`config.mk`:
```
export PLATFORM = sky130hd
export DESIGN_NAME = cpu_wrapper
export DESIGN_NICKNAME = d
export VERILOG_FILES = /design/src/hw/mem_access_pkg.sv /design/src/hw/axi_lite_pkg.sv /design/src/hw/mem_req_if.sv /design/src/hw/core_req_port.sv /design/src/hw/req_fifo.sv /design/src/hw/axi_lite_master.sv /design/src/hw/cpu_wrapper.sv
export SDC_FILE = /design/constraint.sdc
export NUM_CORES = 1
export LEC_CHECK = 0
export BUFFER_PORTS_ARGS = -buffer_cell sky130_fd_sc_hd__buf_2
export CAP_MARGIN = 20
export CORE_MARGIN = 2
export CORE_UTILIZATION = 33
export CTS_BUF_LIST = sky130_fd_sc_hd__clkbuf_2 sky130_fd_sc_hd__clkbuf_4 sky130_fd_sc_hd__clkbuf_8
export CTS_CLUSTER_DIAMETER = 200
export DETAILED_ROUTE_END_ITERATION = 8
export SLEW_MARGIN = 20
export SYNTH_ARGS = -nofsm -noshare
export SYNTH_HDL_FRONTEND = slang
export SYNTH_HIERARCHICAL = 1
export SYNTH_SLANG_ARGS = --single-unit
```
`constraint.sdc`:
```
create_clock -name clk -period 11.4 [get_ports clk]
set_input_delay 1.14 -clock clk [delete_from_list [all_inputs] [get_ports clk]]
set_output_delay 1.14 -clock clk [all_outputs]
set_load 0.02 [all_outputs]
```
`src/hw/mem_access_pkg.sv`:
```
// core side view of a memory access
package mem_access_pkg;

  // byte addressed, word wide core accesses
  localparam int ADDR_W = 32;
  localparam int WORD_W = 32;
  localparam int BYTES_PER_WORD = WORD_W / 8;

  // byte address from the core
  typedef logic [ADDR_W-1:0] addr_t;

  // one data word, read or write
  typedef logic [WORD_W-1:0] word_t;

  // active low byte write mask, one bit per byte lane
  typedef logic [BYTES_PER_WORD-1:0] byte_mask_n_t;

  // all lanes masked off, the core's way of saying no write
  localparam byte_mask_n_t NO_WRITE_MASK = '1;

  // kind of a queued request
  typedef enum logic {
    req_read  = 1'b0,
    req_write = 1'b1
  } req_kind_e;

endpackage

```
`src/hw/axi_lite_pkg.sv`:
```
// AXI4-Lite bus types
package axi_lite_pkg;

  localparam int AXI_ADDR_W = 32;
  localparam int AXI_DATA_W = 32;
  localparam int AXI_STRB_W = AXI_DATA_W / 8;

  typedef logic [AXI_ADDR_W-1:0] axi_addr_t;
  typedef logic [AXI_DATA_W-1:0] axi_data_t;

  // active high byte strobe
  typedef logic [AXI_STRB_W-1:0] axi_strb_t;

  // bresp / rresp encoding
  typedef enum logic [1:0] {
    axi_okay   = 2'b00,
    axi_exokay = 2'b01,
    axi_slverr = 2'b10,
    axi_decerr = 2'b11
  } axi_resp_e;

  // slave or decode error, anything but okay and exokay
  function automatic logic resp_is_err(axi_resp_e resp);
    return (resp == axi_slverr) || (resp == axi_decerr);
  endfunction

endpackage

```
`src/hw/mem_req_if.sv`:
```
`timescale 1ns/1ns

// one queued memory request between two stages
// transfer on a clock edge with valid and ready both high
interface mem_req_if;
  import mem_access_pkg::*;
  import axi_lite_pkg::*;

  logic      valid;
  logic      ready;
  req_kind_e kind;
  addr_t     addr;
  word_t     wdata;
  // already active high here
  axi_strb_t wstrb;

  // side that offers requests
  modport producer(
    output valid, kind, addr, wdata, wstrb,
    input ready
  );

  // side that takes requests
  modport consumer(
    input valid, kind, addr, wdata, wstrb,
    output ready
  );

endinterface

```
`src/hw/core_req_port.sv`:
```
`timescale 1ns/1ns

// core facing request stage
// level request plus stall toward the core, queued requests toward the bus
module core_req_port #(
  parameter int FIFO_DEPTH = 2
) (
  input  logic                         clk,
  input  logic                         reset_i,
  // core side
  input  logic                         req_i,
  input  logic                         write_i,
  input  mem_access_pkg::byte_mask_n_t mask_n_i,
  input  mem_access_pkg::addr_t        addr_i,
  input  mem_access_pkg::word_t        wdata_i,
  output mem_access_pkg::word_t        rdata_o,
  output logic                         stall_o,
  // response from the bus engine
  input  logic                         rsp_valid_i,
  input  logic                         rsp_err_i,
  input  mem_access_pkg::word_t        rsp_data_i,
  // sticky bus error
  output logic                         err_o,
  // queue entrance
  mem_req_if.producer                  req
);
  import mem_access_pkg::*;

  typedef enum logic [1:0] {
    idle,
    wait_read,
    done
  } port_state_e;

  port_state_e state_q;
  port_state_e state_d;
  word_t       rdata_q;
  logic        err_q;
  logic        is_write;

  // queue depth has to be a power of two, two or more
  if (FIFO_DEPTH < 2 || (FIFO_DEPTH & (FIFO_DEPTH - 1)) != 0) begin : g_depth_check
    $error("core_req_port: FIFO_DEPTH must be a power of two of at least 2");
  end

  // mask of all ones is a no write, drop it here
  assign is_write = write_i && (mask_n_i != NO_WRITE_MASK);

  // request fields follow the core directly
  assign req.kind  = write_i ? req_write : req_read;
  assign req.addr  = addr_i;
  assign req.wdata = wdata_i;
  // active low core mask to active high bus strobe
  assign req.wstrb = write_i ? ~mask_n_i : '0;

  always_comb begin
    state_d   = state_q;
    req.valid = 1'b0;
    stall_o   = 1'b0;
    case (state_q)
      idle: begin
        if (req_i && write_i) begin
          // posted write, hold core only on a full queue
          req.valid = is_write;
          stall_o   = is_write && !req.ready;
        end else if (req_i) begin
          // read stalls from the very first cycle
          req.valid = 1'b1;
          stall_o   = 1'b1;
          if (req.ready) begin
            state_d = wait_read;
          end
        end
      end
      wait_read: begin
        stall_o = 1'b1;
        if (rsp_valid_i) begin
          state_d = done;
        end
      end
      done: begin
        // data valid, stall low, request ignored this cycle
        state_d = idle;
      end
      default: begin
        state_d = idle;
      end
    endcase
  end

  always_ff @(posedge clk) begin
    if (reset_i) begin
      state_q <= idle;
    end else begin
      state_q <= state_d;
    end
  end

  // read data register, loaded by the response pulse
  always_ff @(posedge clk) begin
    if (rsp_valid_i) begin
      rdata_q <= rsp_data_i;
    end
  end

  // sticky error, only reset clears it
  always_ff @(posedge clk) begin
    if (reset_i) begin
      err_q <= 1'b0;
    end else if (rsp_err_i) begin
      err_q <= 1'b1;
    end
  end

  assign rdata_o = rdata_q;
  assign err_o   = err_q;

  // the bus engine only answers a read this port is waiting on
  a_rsp_only_in_wait : assert property (
    @(posedge clk) disable iff (reset_i)
    rsp_valid_i |-> (state_q == wait_read)
  );

endmodule

```
`src/hw/req_fifo.sv`:
```
`timescale 1ns/1ns

// circular request queue
// push and pop may happen in the same cycle
module req_fifo #(
  parameter int FIFO_DEPTH = 2
) (
  input logic         clk,
  input logic         reset_i,
  mem_req_if.consumer in,
  mem_req_if.producer out
);
  import mem_access_pkg::*;
  import axi_lite_pkg::*;

  localparam int PTR_W = $clog2(FIFO_DEPTH);
  localparam int CNT_W = $clog2(FIFO_DEPTH + 1);

  // storage, one array per field
  req_kind_e kind_mem  [FIFO_DEPTH];
  addr_t     addr_mem  [FIFO_DEPTH];
  word_t     wdata_mem [FIFO_DEPTH];
  axi_strb_t wstrb_mem [FIFO_DEPTH];

  logic [PTR_W-1:0] wr_ptr_q;
  logic [PTR_W-1:0] rd_ptr_q;
  logic [CNT_W-1:0] count_q;
  logic             push;
  logic             pop;

  assign push = in.valid && in.ready;
  assign pop  = out.valid && out.ready;

  // not full
  assign in.ready  = (count_q != CNT_W'(FIFO_DEPTH));
  // head entry shows up the cycle after its push
  assign out.valid = (count_q != '0);
  assign out.kind  = kind_mem[rd_ptr_q];
  assign out.addr  = addr_mem[rd_ptr_q];
  assign out.wdata = wdata_mem[rd_ptr_q];
  assign out.wstrb = wstrb_mem[rd_ptr_q];

  always_ff @(posedge clk) begin
    if (push) begin
      kind_mem[wr_ptr_q]  <= in.kind;
      addr_mem[wr_ptr_q]  <= in.addr;
      wdata_mem[wr_ptr_q] <= in.wdata;
      wstrb_mem[wr_ptr_q] <= in.wstrb;
    end
  end

  // pointers wrap on their own, depth is a power of two
  always_ff @(posedge clk) begin
    if (reset_i) begin
      wr_ptr_q <= '0;
      rd_ptr_q <= '0;
      count_q  <= '0;
    end else begin
      if (push) begin
        wr_ptr_q <= wr_ptr_q + 1'b1;
      end
      if (pop) begin
        rd_ptr_q <= rd_ptr_q + 1'b1;
      end
      case ({push, pop})
        2'b10:   count_q <= count_q + 1'b1;
        2'b01:   count_q <= count_q - 1'b1;
        default: count_q <= count_q;
      endcase
    end
  end

  a_count_bound : assert property (
    @(posedge clk) disable iff (reset_i)
    count_q <= CNT_W'(FIFO_DEPTH)
  );

endmodule

```
`src/hw/axi_lite_master.sv`:
```
`timescale 1ns/1ns

// AXI4-Lite bus engine
// pops one request at a time and runs it on the bus
module axi_lite_master (
  input  logic                   clk,
  input  logic                   reset_i,
  // request queue exit
  mem_req_if.consumer            req,
  // response back to the port
  output logic                   rsp_valid_o,
  output logic                   rsp_err_o,
  output mem_access_pkg::word_t  rsp_data_o,
  // write address channel
  output axi_lite_pkg::axi_addr_t awaddr_o,
  output logic                   awvalid_o,
  input  logic                   awready_i,
  // write data channel
  output axi_lite_pkg::axi_data_t wdata_o,
  output axi_lite_pkg::axi_strb_t wstrb_o,
  output logic                   wvalid_o,
  input  logic                   wready_i,
  // write response channel
  input  axi_lite_pkg::axi_resp_e bresp_i,
  input  logic                   bvalid_i,
  output logic                   bready_o,
  // read address and read data channels
  output axi_lite_pkg::axi_addr_t araddr_o,
  output logic                   arvalid_o,
  input  logic                   arready_i,
  input  axi_lite_pkg::axi_data_t rdata_i,
  input  axi_lite_pkg::axi_resp_e rresp_i,
  input  logic                   rvalid_i,
  output logic                   rready_o
);
  import mem_access_pkg::*;
  import axi_lite_pkg::*;

  typedef enum logic [2:0] {
    idle,
    addr_read,
    data_read,
    addr_write,
    resp_write
  } bus_state_e;

  bus_state_e state_q;
  bus_state_e state_d;
  // payload of the request on the bus
  addr_t      addr_q;
  word_t      wdata_q;
  axi_strb_t  wstrb_q;
  // aw and w handshakes finish on their own
  logic       aw_done_q;
  logic       w_done_q;

  // one transaction at a time, pop only when idle
  assign req.ready = (state_q == idle);

  always_comb begin
    state_d = state_q;
    case (state_q)
      idle: begin
        if (req.valid) begin
          state_d = (req.kind == req_write) ? addr_write : addr_read;
        end
      end
      addr_read: begin
        if (arready_i) begin
          state_d = data_read;
        end
      end
      data_read: begin
        if (rvalid_i) begin
          state_d = idle;
        end
      end
      addr_write: begin
        // both aw and w accepted, now or earlier
        if ((aw_done_q || awready_i) && (w_done_q || wready_i)) begin
          state_d = resp_write;
        end
      end
      resp_write: begin
        if (bvalid_i) begin
          state_d = idle;
        end
      end
      default: begin
        state_d = idle;
      end
    endcase
  end

  always_ff @(posedge clk) begin
    if (reset_i) begin
      state_q <= idle;
    end else begin
      state_q <= state_d;
    end
  end

  // latch payload on pop
  always_ff @(posedge clk) begin
    if (req.valid && req.ready) begin
      addr_q  <= req.addr;
      wdata_q <= req.wdata;
      wstrb_q <= req.wstrb;
    end
  end

  always_ff @(posedge clk) begin
    if (reset_i || state_q == idle) begin
      aw_done_q <= 1'b0;
      w_done_q  <= 1'b0;
    end else begin
      if (awvalid_o && awready_i) begin
        aw_done_q <= 1'b1;
      end
      if (wvalid_o && wready_i) begin
        w_done_q <= 1'b1;
      end
    end
  end

  // valids rise the cycle after the pop
  assign arvalid_o = (state_q == addr_read);
  assign araddr_o  = addr_q;
  assign awvalid_o = (state_q == addr_write) && !aw_done_q;
  assign awaddr_o  = addr_q;
  assign wvalid_o  = (state_q == addr_write) && !w_done_q;
  assign wdata_o   = wdata_q;
  assign wstrb_o   = wstrb_q;
  // ready only while waiting on that response
  assign rready_o  = (state_q == data_read);
  assign bready_o  = (state_q == resp_write);

  // read completes on the r handshake
  assign rsp_valid_o = rready_o && rvalid_i;
  assign rsp_data_o  = rdata_i;
  // error pulse for either kind
  assign rsp_err_o   = (rready_o && rvalid_i && resp_is_err(rresp_i)) ||
                       (bready_o && bvalid_i && resp_is_err(bresp_i));

  a_ar_stable : assert property (
    @(posedge clk) disable iff (reset_i)
    (arvalid_o && !arready_i) |=> (arvalid_o && $stable(araddr_o))
  );

endmodule

```
`src/hw/cpu_wrapper.sv`:
```
`timescale 1ns/1ns

// memory side of the core wrapper
// m0 carries instruction fetches, m1 carries data accesses
module cpu_wrapper #(
  parameter int INST_FIFO_DEPTH = 2,
  parameter int DATA_FIFO_DEPTH = 4
) (
  input  logic                          clk,
  input  logic                          reset_i,
  // instruction port
  input  logic                          inst_read_i,
  input  mem_access_pkg::addr_t         inst_addr_i,
  output mem_access_pkg::word_t         inst_data_o,
  output logic                          inst_stall_o,
  // data port
  input  logic                          data_read_i,
  input  logic                          data_write_i,
  input  mem_access_pkg::byte_mask_n_t  data_mask_n_i,
  input  mem_access_pkg::addr_t         data_addr_i,
  input  mem_access_pkg::word_t         data_wdata_i,
  output mem_access_pkg::word_t         data_rdata_o,
  output logic                          data_stall_o,
  // sticky error from either bus
  output logic                          bus_err_o,
  // m0, instruction bus
  output axi_lite_pkg::axi_addr_t       m0_awaddr_o,
  output logic                          m0_awvalid_o,
  input  logic                          m0_awready_i,
  output axi_lite_pkg::axi_data_t       m0_wdata_o,
  output axi_lite_pkg::axi_strb_t       m0_wstrb_o,
  output logic                          m0_wvalid_o,
  input  logic                          m0_wready_i,
  input  axi_lite_pkg::axi_resp_e       m0_bresp_i,
  input  logic                          m0_bvalid_i,
  output logic                          m0_bready_o,
  output axi_lite_pkg::axi_addr_t       m0_araddr_o,
  output logic                          m0_arvalid_o,
  input  logic                          m0_arready_i,
  input  axi_lite_pkg::axi_data_t       m0_rdata_i,
  input  axi_lite_pkg::axi_resp_e       m0_rresp_i,
  input  logic                          m0_rvalid_i,
  output logic                          m0_rready_o,
  // m1, data bus
  output axi_lite_pkg::axi_addr_t       m1_awaddr_o,
  output logic                          m1_awvalid_o,
  input  logic                          m1_awready_i,
  output axi_lite_pkg::axi_data_t       m1_wdata_o,
  output axi_lite_pkg::axi_strb_t       m1_wstrb_o,
  output logic                          m1_wvalid_o,
  input  logic                          m1_wready_i,
  input  axi_lite_pkg::axi_resp_e       m1_bresp_i,
  input  logic                          m1_bvalid_i,
  output logic                          m1_bready_o,
  output axi_lite_pkg::axi_addr_t       m1_araddr_o,
  output logic                          m1_arvalid_o,
  input  logic                          m1_arready_i,
  input  axi_lite_pkg::axi_data_t       m1_rdata_i,
  input  axi_lite_pkg::axi_resp_e       m1_rresp_i,
  input  logic                          m1_rvalid_i,
  output logic                          m1_rready_o
);
  import mem_access_pkg::*;

  // port to queue, queue to bus engine
  mem_req_if inst_push_if ();
  mem_req_if inst_pop_if ();
  mem_req_if data_push_if ();
  mem_req_if data_pop_if ();

  logic  inst_rsp_valid;
  logic  inst_rsp_err;
  word_t inst_rsp_data;
  logic  inst_err;
  logic  data_rsp_valid;
  logic  data_rsp_err;
  word_t data_rsp_data;
  logic  data_err;

  // instruction channel, reads only, write side tied off
  core_req_port #(.FIFO_DEPTH(INST_FIFO_DEPTH)) u_inst_port (
    .clk(clk), .reset_i(reset_i),
    .req_i(inst_read_i), .write_i(1'b0), .mask_n_i(NO_WRITE_MASK),
    .addr_i(inst_addr_i), .wdata_i('0),
    .rdata_o(inst_data_o), .stall_o(inst_stall_o),
    .rsp_valid_i(inst_rsp_valid), .rsp_err_i(inst_rsp_err),
    .rsp_data_i(inst_rsp_data), .err_o(inst_err), .req(inst_push_if)
  );

  req_fifo #(.FIFO_DEPTH(INST_FIFO_DEPTH)) u_inst_fifo (
    .clk(clk), .reset_i(reset_i), .in(inst_push_if), .out(inst_pop_if)
  );

  axi_lite_master u_inst_axi (
    .clk(clk), .reset_i(reset_i), .req(inst_pop_if),
    .rsp_valid_o(inst_rsp_valid), .rsp_err_o(inst_rsp_err), .rsp_data_o(inst_rsp_data),
    .awaddr_o(m0_awaddr_o), .awvalid_o(m0_awvalid_o), .awready_i(m0_awready_i),
    .wdata_o(m0_wdata_o), .wstrb_o(m0_wstrb_o), .wvalid_o(m0_wvalid_o),
    .wready_i(m0_wready_i),
    .bresp_i(m0_bresp_i), .bvalid_i(m0_bvalid_i), .bready_o(m0_bready_o),
    .araddr_o(m0_araddr_o), .arvalid_o(m0_arvalid_o), .arready_i(m0_arready_i),
    .rdata_i(m0_rdata_i), .rresp_i(m0_rresp_i), .rvalid_i(m0_rvalid_i),
    .rready_o(m0_rready_o)
  );

  // data channel, one request line for read or write
  core_req_port #(.FIFO_DEPTH(DATA_FIFO_DEPTH)) u_data_port (
    .clk(clk), .reset_i(reset_i),
    .req_i(data_read_i | data_write_i), .write_i(data_write_i),
    .mask_n_i(data_mask_n_i), .addr_i(data_addr_i), .wdata_i(data_wdata_i),
    .rdata_o(data_rdata_o), .stall_o(data_stall_o),
    .rsp_valid_i(data_rsp_valid), .rsp_err_i(data_rsp_err),
    .rsp_data_i(data_rsp_data), .err_o(data_err), .req(data_push_if)
  );

  req_fifo #(.FIFO_DEPTH(DATA_FIFO_DEPTH)) u_data_fifo (
    .clk(clk), .reset_i(reset_i), .in(data_push_if), .out(data_pop_if)
  );

  axi_lite_master u_data_axi (
    .clk(clk), .reset_i(reset_i), .req(data_pop_if),
    .rsp_valid_o(data_rsp_valid), .rsp_err_o(data_rsp_err), .rsp_data_o(data_rsp_data),
    .awaddr_o(m1_awaddr_o), .awvalid_o(m1_awvalid_o), .awready_i(m1_awready_i),
    .wdata_o(m1_wdata_o), .wstrb_o(m1_wstrb_o), .wvalid_o(m1_wvalid_o),
    .wready_i(m1_wready_i),
    .bresp_i(m1_bresp_i), .bvalid_i(m1_bvalid_i), .bready_o(m1_bready_o),
    .araddr_o(m1_araddr_o), .arvalid_o(m1_arvalid_o), .arready_i(m1_arready_i),
    .rdata_i(m1_rdata_i), .rresp_i(m1_rresp_i), .rvalid_i(m1_rvalid_i),
    .rready_o(m1_rready_o)
  );

  // either sticky flag
  assign bus_err_o = inst_err | data_err;

endmodule

```
==> results of run 1 <==
[state kept, by name, indices dropped and copies added (netlist names), 32 cells and up, named ones only]
signal	flops
u_inst_fifo/addr_mem	64
u_inst_axi/wdata_o	32
u_data_fifo/addr_mem	128
u_data_port/rdata_o	32
u_data_fifo/wdata_mem	128
u_inst_port/rdata_o	32
u_inst_fifo/wdata_mem	64
u_data_axi/wdata_o	32
u_inst_axi/araddr_o	32
u_data_axi/araddr_o	32
[cells in the mapped netlist, types with 5 or more instances]
library cell,instances
nor3_1,6
nand2_1,10
nand3b_1,5
buf_6,5
buf_2,11
nor2_1,22
inv_1,15
a21oi_1,14
o21ai_0,8
nor2b_1,8
buf_4,263
clkbuf_1,8
mux2_2,70
and2_1,6
nand2b_1,11
mux4_2,69
edfxtp_1,614
ha_1,6
dfxtp_1,30
[metal layers]
metal  track usage [%]  vias up
met3              4.89      113
met5                 0        -
met1              14.4     5667
met2              20.7      397
li1                  -     5206
met4              4.89       22
[report_power, final]
| part | leakage [uW] | switching, uW | internal, uW |
|---|---|---|---|
| sequential | 0.00593 | 233 | 3340 |
| clock | 0.00111 | 912 | 1120 |
| combinational | 0.00311 | 1240 | 629 |
[area by class of cell]
| type | count | area, um^2 | share of cell area [%] |
|---|---|---|---|
| antenna | 3 | 7.51 | 0.0263 |
| timing repair buffer | 473 | 2420 | 8.50 |
| sequential | 644 | 19000 | 66.8 |
| inverter | 15 | 56.3 | 0.198 |
| tap | 969 | 1210 | 4.25 |
| clock inverter | 63 | 492 | 1.73 |
| clock buffer | 132 | 1650 | 5.80 |
| multi-input combinational | 348 | 3610 | 12.7 |
[kinds of logic after synthesis]
family,count (synthesis)
buffers and inverters,304
XOR/XNOR,7
adder cells (fa/ha/maj),7
multiplexers,140
flip-flops,644
other,2
AO/OA/AOI/OAI,51
AND/OR/NAND/NOR,95
[critical path: stages]
cell	delay, ns
buf_2	0.20
or2_1	0.16
o21ai_0	0.08
nor3_1	0.13
a21boi_1	0.50
and2_4	0.47
buf_4	0.76
[stage by stage]
stage	total power, uW	instance area, um^2	utilization [%]	instances	setup WS, ns
2_1_floorplan	5030	24800	-	1296	5.60
3_3_place_gp	5510	26300	35.5	2448	7.40
3_5_place_dp	5540	26300	35.5	2448	7.43
4_1_cts	7630	28500	38.4	2643	8.20
5_1_grt	7880	28500	38.4	2645	7.94
6_report	7470	28500	38.4	2647	8.21
[path summary, 6_finish.rpt]
path                                           endpoint                                 from  depth (start not counted)  slack, ns
setup / recovery  u_data_fifo/addr_mem[3][19]$_DFFE_PP_                         data_write_i                          7       8.21
hold reg to reg          u_data_port/err_o$_SDFFE_PP0P_       u_data_port/err_o$_SDFFE_PP0P_                          2       0.47
setup reg to reg  u_data_fifo/addr_mem[3][19]$_DFFE_PP_  u_data_port/state_q[1]$_SDFFE_PP0P_                          4       8.71
hold / removal           u_data_port/err_o$_SDFFE_PP0P_       u_data_port/err_o$_SDFFE_PP0P_                          2       0.47
==> impl_metrics.json, run 1 <==
{
  "design.core.area_um2": 74200,
  "fp.dieArea_um2": 76900,
  "cts_tree": "yes",
  "routed_wl_mm": 48.4,
  "drc": 0,
  "grt_overflow": 0,
  "maxSlewHeadroom_pct": 31.5,
  "initial_core_util_pct": 33.2,
  "synthSimpleGateAreaFrac_pct": 2.23,
  "final-setup-viol-count": 0,
  "avgRoutedWirePerCell_um": 18.3,
  "synth-xor-area-share_pct": 0.249,
  "grt_max_degree": 70,
  "path_clk_slew_ns": 0.06,
  "wl_met3_mm": 4.35,
  "period_needed_ns": 3.19,
  "grtUsageTotal_pct": 12.4,
  "startpoint_type": "input pin",
  "grt_pass1_wl_mm": 72.3,
  "hp-class": "flop to flop",
  "hold_slack_ns": 0.467,
  "dr.pass1.iters": 8,
  "ys_seq_area_share_pct": 77.2,
  "num_rows": 100,
  "wl_met2_mm": 23.6,
  "tns_ns": 0,
  "cp_data_required_time_ns": 11.70,
  "hold_buffers": 0,
  "hpwl_mm": 29.3,
  "ys_seq_elements": 644,
  "cts_sinks": 644,
  "synth.distinct_cells": 51,
  "root_buffer": "clkbuf_8",
  "ios": 464,
  "layout.nets": 1782,
  "muxShareOfSynthArea_pct": 9.54,
  "grt_setup_unrepaired": "false",
  "antenna_found_initial": 15,
  "drive_gt1_share_pct": 47.2,
  "syn_inst": 1250,
  "synth_area_leaders": "edfxtp_1 (75%), buf_4 (8.0%), mux4_2 (6.3%), mux2_2 (3.2%), dfxtp_1 (2.4%)",
  "post_cts_resized": 0,
  "postSynthAreaPerCell_um2": 19.7,
  "post-cts-setup-buffers": 0,
  "synth_top_family_by_area": "multiplexers",
  "fmax_ghz": 0.314,
  "synth_fa_ha_area_share_pct": 0.386,
  "crit_type": "input pin to flop",
  "globalplace.congestion": 0.779,
  "synth_edf_count": 614,
  "drt-met1-wl_mm": 19.1,
  "vias": 11400,
  "h-tree-depth": 3,
  "fillers": 6816,
  "fin_crit_sh_pct": 28.0,
  "topRoutingLayerUsed": "met5",
  "yosys.area.top_type_share_pct": 74.8,
  "cellPowerDensity_nw_per_um2": 262,
  "cts_max_path_buffers": 3,
  "via_per_inst": 4.31,
  "synthArstFlopShare_pct": 0,
  "layout_commonest_cell": "edfxtp_1",
  "finalMaxSlewViolations": 0,
  "clk_latency_ns": 0.69,
  "leakage_uw": 0.0101,
  "ant_nets": 0,
  "crit_fanout": 52,
  "run_status": "finished clean",
  "grt_pass1_vias": 12300,
  "cap_viol_max_count": 0,
  "synth_area_um2": 24700,
  "synth_warnings": 6,
  "end_kind": "flop",
  "synth_compound_area_share_pct": 1.40,
  "finClkSkew_ns": 0.0468,
  "fp.dieH_um": 277,
  "mostFrequentLayoutCells": "edfxtp_1 (614), buf_2 (459), clkbuf_8 (106), mux2_2 (70), mux4_2 (69)",
  "portBuffers": 459,
  "ys.flop_type": "edfxtp_1",
  "drt_iter0_drc": 569,
  "vdd_drop_max_mv": 0.159,
  "syn2layout_area_growth_pct": 15.6,
  "hold_violations": 0,
  "yosysTopAreaCell": "edfxtp_1",
  "fp.dieW_um": 277,
  "numCtsBuffers": 106,
  "max_slew.worst_pin.slew_ns": 1.03,
  "crit_arrival_ns": 3.49
}
Note: power is estimated with default switching activity, not from simulation.
==> run 2: changes to the inputs <==
clock period = 3.22 ns   (was 11.4 ns; I/O delays follow)
==> run 2 against run 1 <==
  * Critical path depth decreased by 1
  * Cell count increased by 7.0%
  * Clock power increased to 3.4 times the previous value
  * Register-to-register slack got worse by 8.2 ns
  * Non-clock buffer count increased by 188
  * Routed wire length increased by 2.6%
  * Design area increased by 6.7%
  * Die area unchanged
  * Sequential power increased to 3.6 times the previous value
  * Global-route usage increased by 0.38 points
  * Utilization increased by 2.6 points
==> impl_metrics.json, run 2 (same netlist as run 1, synthesis figures left out) <==
{
  "hold_violations": 0,
  "fin_crit_sh_pct": 82.6,
  "vdd_drop_max_mv": 0.520,
  "worstHoldStart": "m1_arready_i",
  "root_buffer": "clkbuf_8",
  "finClkSkew_ns": 0.0280,
  "path_clk_slew_ns": 0.05,
  "reg_top3": "u_data_fifo/addr_mem (128), u_data_fifo/wdata_mem (128)",
  "post-cts-setup-buffers": 0,
  "grtUsageTotal_pct": 12.8,
  "globalplace.congestion": 0.771,
  "slowest_delay_ns": 0.78,
  "fp.dieW_um": 277,
  "design.core.area_um2": 74200,
  "h-tree-depth": 3,
  "intPower_uw": 18000,
  "hpwl_mm": 29.9,
  "holdPathStages": 4,
  "worstReg2RegStart": "u_data_axi/state_q[1]$_SDFFE_PP0P_",
  "post_cts_resized": 0,
  "crit_top_cell": "nor2_1",
  "cp_data_required_time_ns": 3.84,
  "layout_commonest_cell": "edfxtp_1",
  "rrSetupSlack_ns": 0.56,
  "grt_pass1_wl_mm": 75.7,
  "grt_overflow": 0,
  "timing.final.ws_setup_ns": 0.560,
  "final-setup-viol-count": 0,
  "crit_fanout": 22,
  "via_per_inst": 4.34,
  "crit_arrival_ns": 3.28,
  "run_status": "finished clean",
  "cts_max_path_buffers": 3,
  "power_switching_uw": 8450,
  "max_slew.worst_pin.slew_ns": 0.935,
  "layout.nets": 1971,
  "initial_core_util_pct": 33.2,
  "grt_setup_unrepaired": "false",
  "cp_cell_sequence": "nor3b_2 > and2_1 > a32o_1 > dlygate4sd3_1 > nor2_1 > nor2_1",
  "syn2layout_area_growth_pct": 23.3,
  "avgRoutedWirePerCell_um": 17.5,
  "seqPwrFrac_pct": 48.0,
  "mostFrequentLayoutCells": "edfxtp_1 (614), buf_2 (459), dlygate4sd3_1 (181), clkbuf_8 (109), mux2_2 (70)",
  "cp_top_family": "simple AND/OR/NAND/NOR gates",
  "cap_viol_max_count": 0,
  "ios": 464,
  "crit_buf_inv": 1,
  "leakage_uw": 0.0109,
  "combPwrFrac_pct": 26.2,
  "vias": 12300,
  "reg2reg_depth": 6,
  "hold_slack_ns": 0.0993,
  "fp.dieArea_um2": 76900,
  "routed_wl_mm": 49.6,
  "fmax_ghz": 0.376,
  "num_rows": 100,
  "regToRegEndpoint": "u_data_port/err_o$_SDFFE_PP0P_",
  "ant_nets": 0,
  "drc": 0,
  "tns_ns": 0,
  "cts_tree": "yes",
  "grt_max_degree": 70,
  "startpoint": "u_data_axi/state_q[1]$_SDFFE_PP0P_",
  "startpoint_type": "flop",
  "antenna_found_initial": 8,
  "maxSlewHeadroom_pct": 37.7,
  "clkPwrFrac_pct": 25.7,
  "cellPowerDensity_nw_per_um2": 871,
  "portBuffers": 459,
  "numCtsBuffers": 107,
  "finalMaxSlewViolations": 0,
  "regArea_um2": 19000,
  "fp.dieH_um": 277,
  "period_needed_ns": 2.66,
  "cts_sinks": 644,
  "clk_latency_ns": 0.69,
  "fillers": 6672,
  "min_to": "u_data_axi/state_q[0]$_SDFFE_PP0P_",
  "multi_input_area_um2": 3620,
  "dr.pass1.iters": 4,
  "dp_slack_ns": 0.615,
  "drive_gt1_share_pct": 43.2,
  "crit_type": "flop to flop",
  "drt_iter0_drc": 703,
  "end_kind": "flop",
  "hold_buffers": 181,
  "critPathSlowestCell": "and2_1",
  "hp-class": "input pin to flop",
  "grt_pass1_vias": 13300,
  "sw_frac_of_total_pct": 31.9
}
==> run 2: cell count changes in the layout (fill, tap and decap cells not counted), moves of 4 or more <==
cell / before / now
bufinv_16: 7 / 1
clkbuf_4: 26 / 38
dlygate4sd3_1: 0 / 181
clkinv_1: 35 / 25
buf_12: 0 / 12
buf_4: 13 / 9
==> run 2: per-stage QoR <==
step / util, % / power (uW) / cells / cell area (um^2)
6_report: 41.0 / 26500 / 2831 / 30400
5_1_grt: 41.0 / 27900 / 2829 / 30400
4_1_cts: 41.0 / 27000 / 2828 / 30400
3_5_place_dp: 35.8 / 19800 / 2456 / 26500
3_3_place_gp: 35.8 / 19700 / 2456 / 26500
2_1_floorplan: - / 17700 / 1296 / 24900
==> run 2: power groups by stage <==
stage | logic (uW) | registers, uW | clock network [uW]
finish | 6950 | 12700 | 6820
global route | 7470 | 12900 | 7500
CTS | 7110 | 12800 | 7120
detailed placement | 6900 | 12900 | 0
global placement | 6840 | 12800 | 0
floorplan | 3920 | 13800 | 0
==> run 2: worst max path at each step <==
stage,slack (ns),to,cells after the start
after detailed placement,0.61,u_data_fifo/count_q[2]$_SDFFE_PP0P_,13
after CTS,0.58,u_data_port/err_o$_SDFFE_PP0P_,6
after global placement,0.64,u_data_fifo/count_q[2]$_SDFFE_PP0P_,13
after global routing,0.39,u_data_port/err_o$_SDFFE_PP0P_,6
after floorplan,0.12,u_data_fifo/addr_mem[2][0]$_DFFE_PP_,5
final,0.56,u_data_port/err_o$_SDFFE_PP0P_,6
==> run 2: area by class of cell <==
cell class | instances | share of cell area [%]
sequential | 644 | 62.6
clock inverter | 44 | 0.860
clock buffer | 147 | 5.87
tap | 969 | 3.99
inverter | 15 | 0.185
timing repair buffer | 661 | 14.5
multi-input combinational | 348 | 11.9
antenna | 3 | 0.0247
==> run 2: worst reg2reg max path, stage by stage (launching register included) <==
cell and delay, ns:
dfxtp_1 0.65, nor3b_2 0.31, and2_1 0.78, a32o_1 0.22, dlygate4sd3_1 0.55, nor2_1 0.04, nor2_1 0.07
==> run 2: per-layer routing <==
metal	global-route usage [%]	vias to the layer above	wire length [um]	part of all wire [%]
met3	4.05	108	3430	6.9
met2	22.2	407	25100	51
met5	0	-	62	0.12
li1	-	5585	-	-
met1	14.8	6178	19800	40
met4	4.95	10	1280	2.6
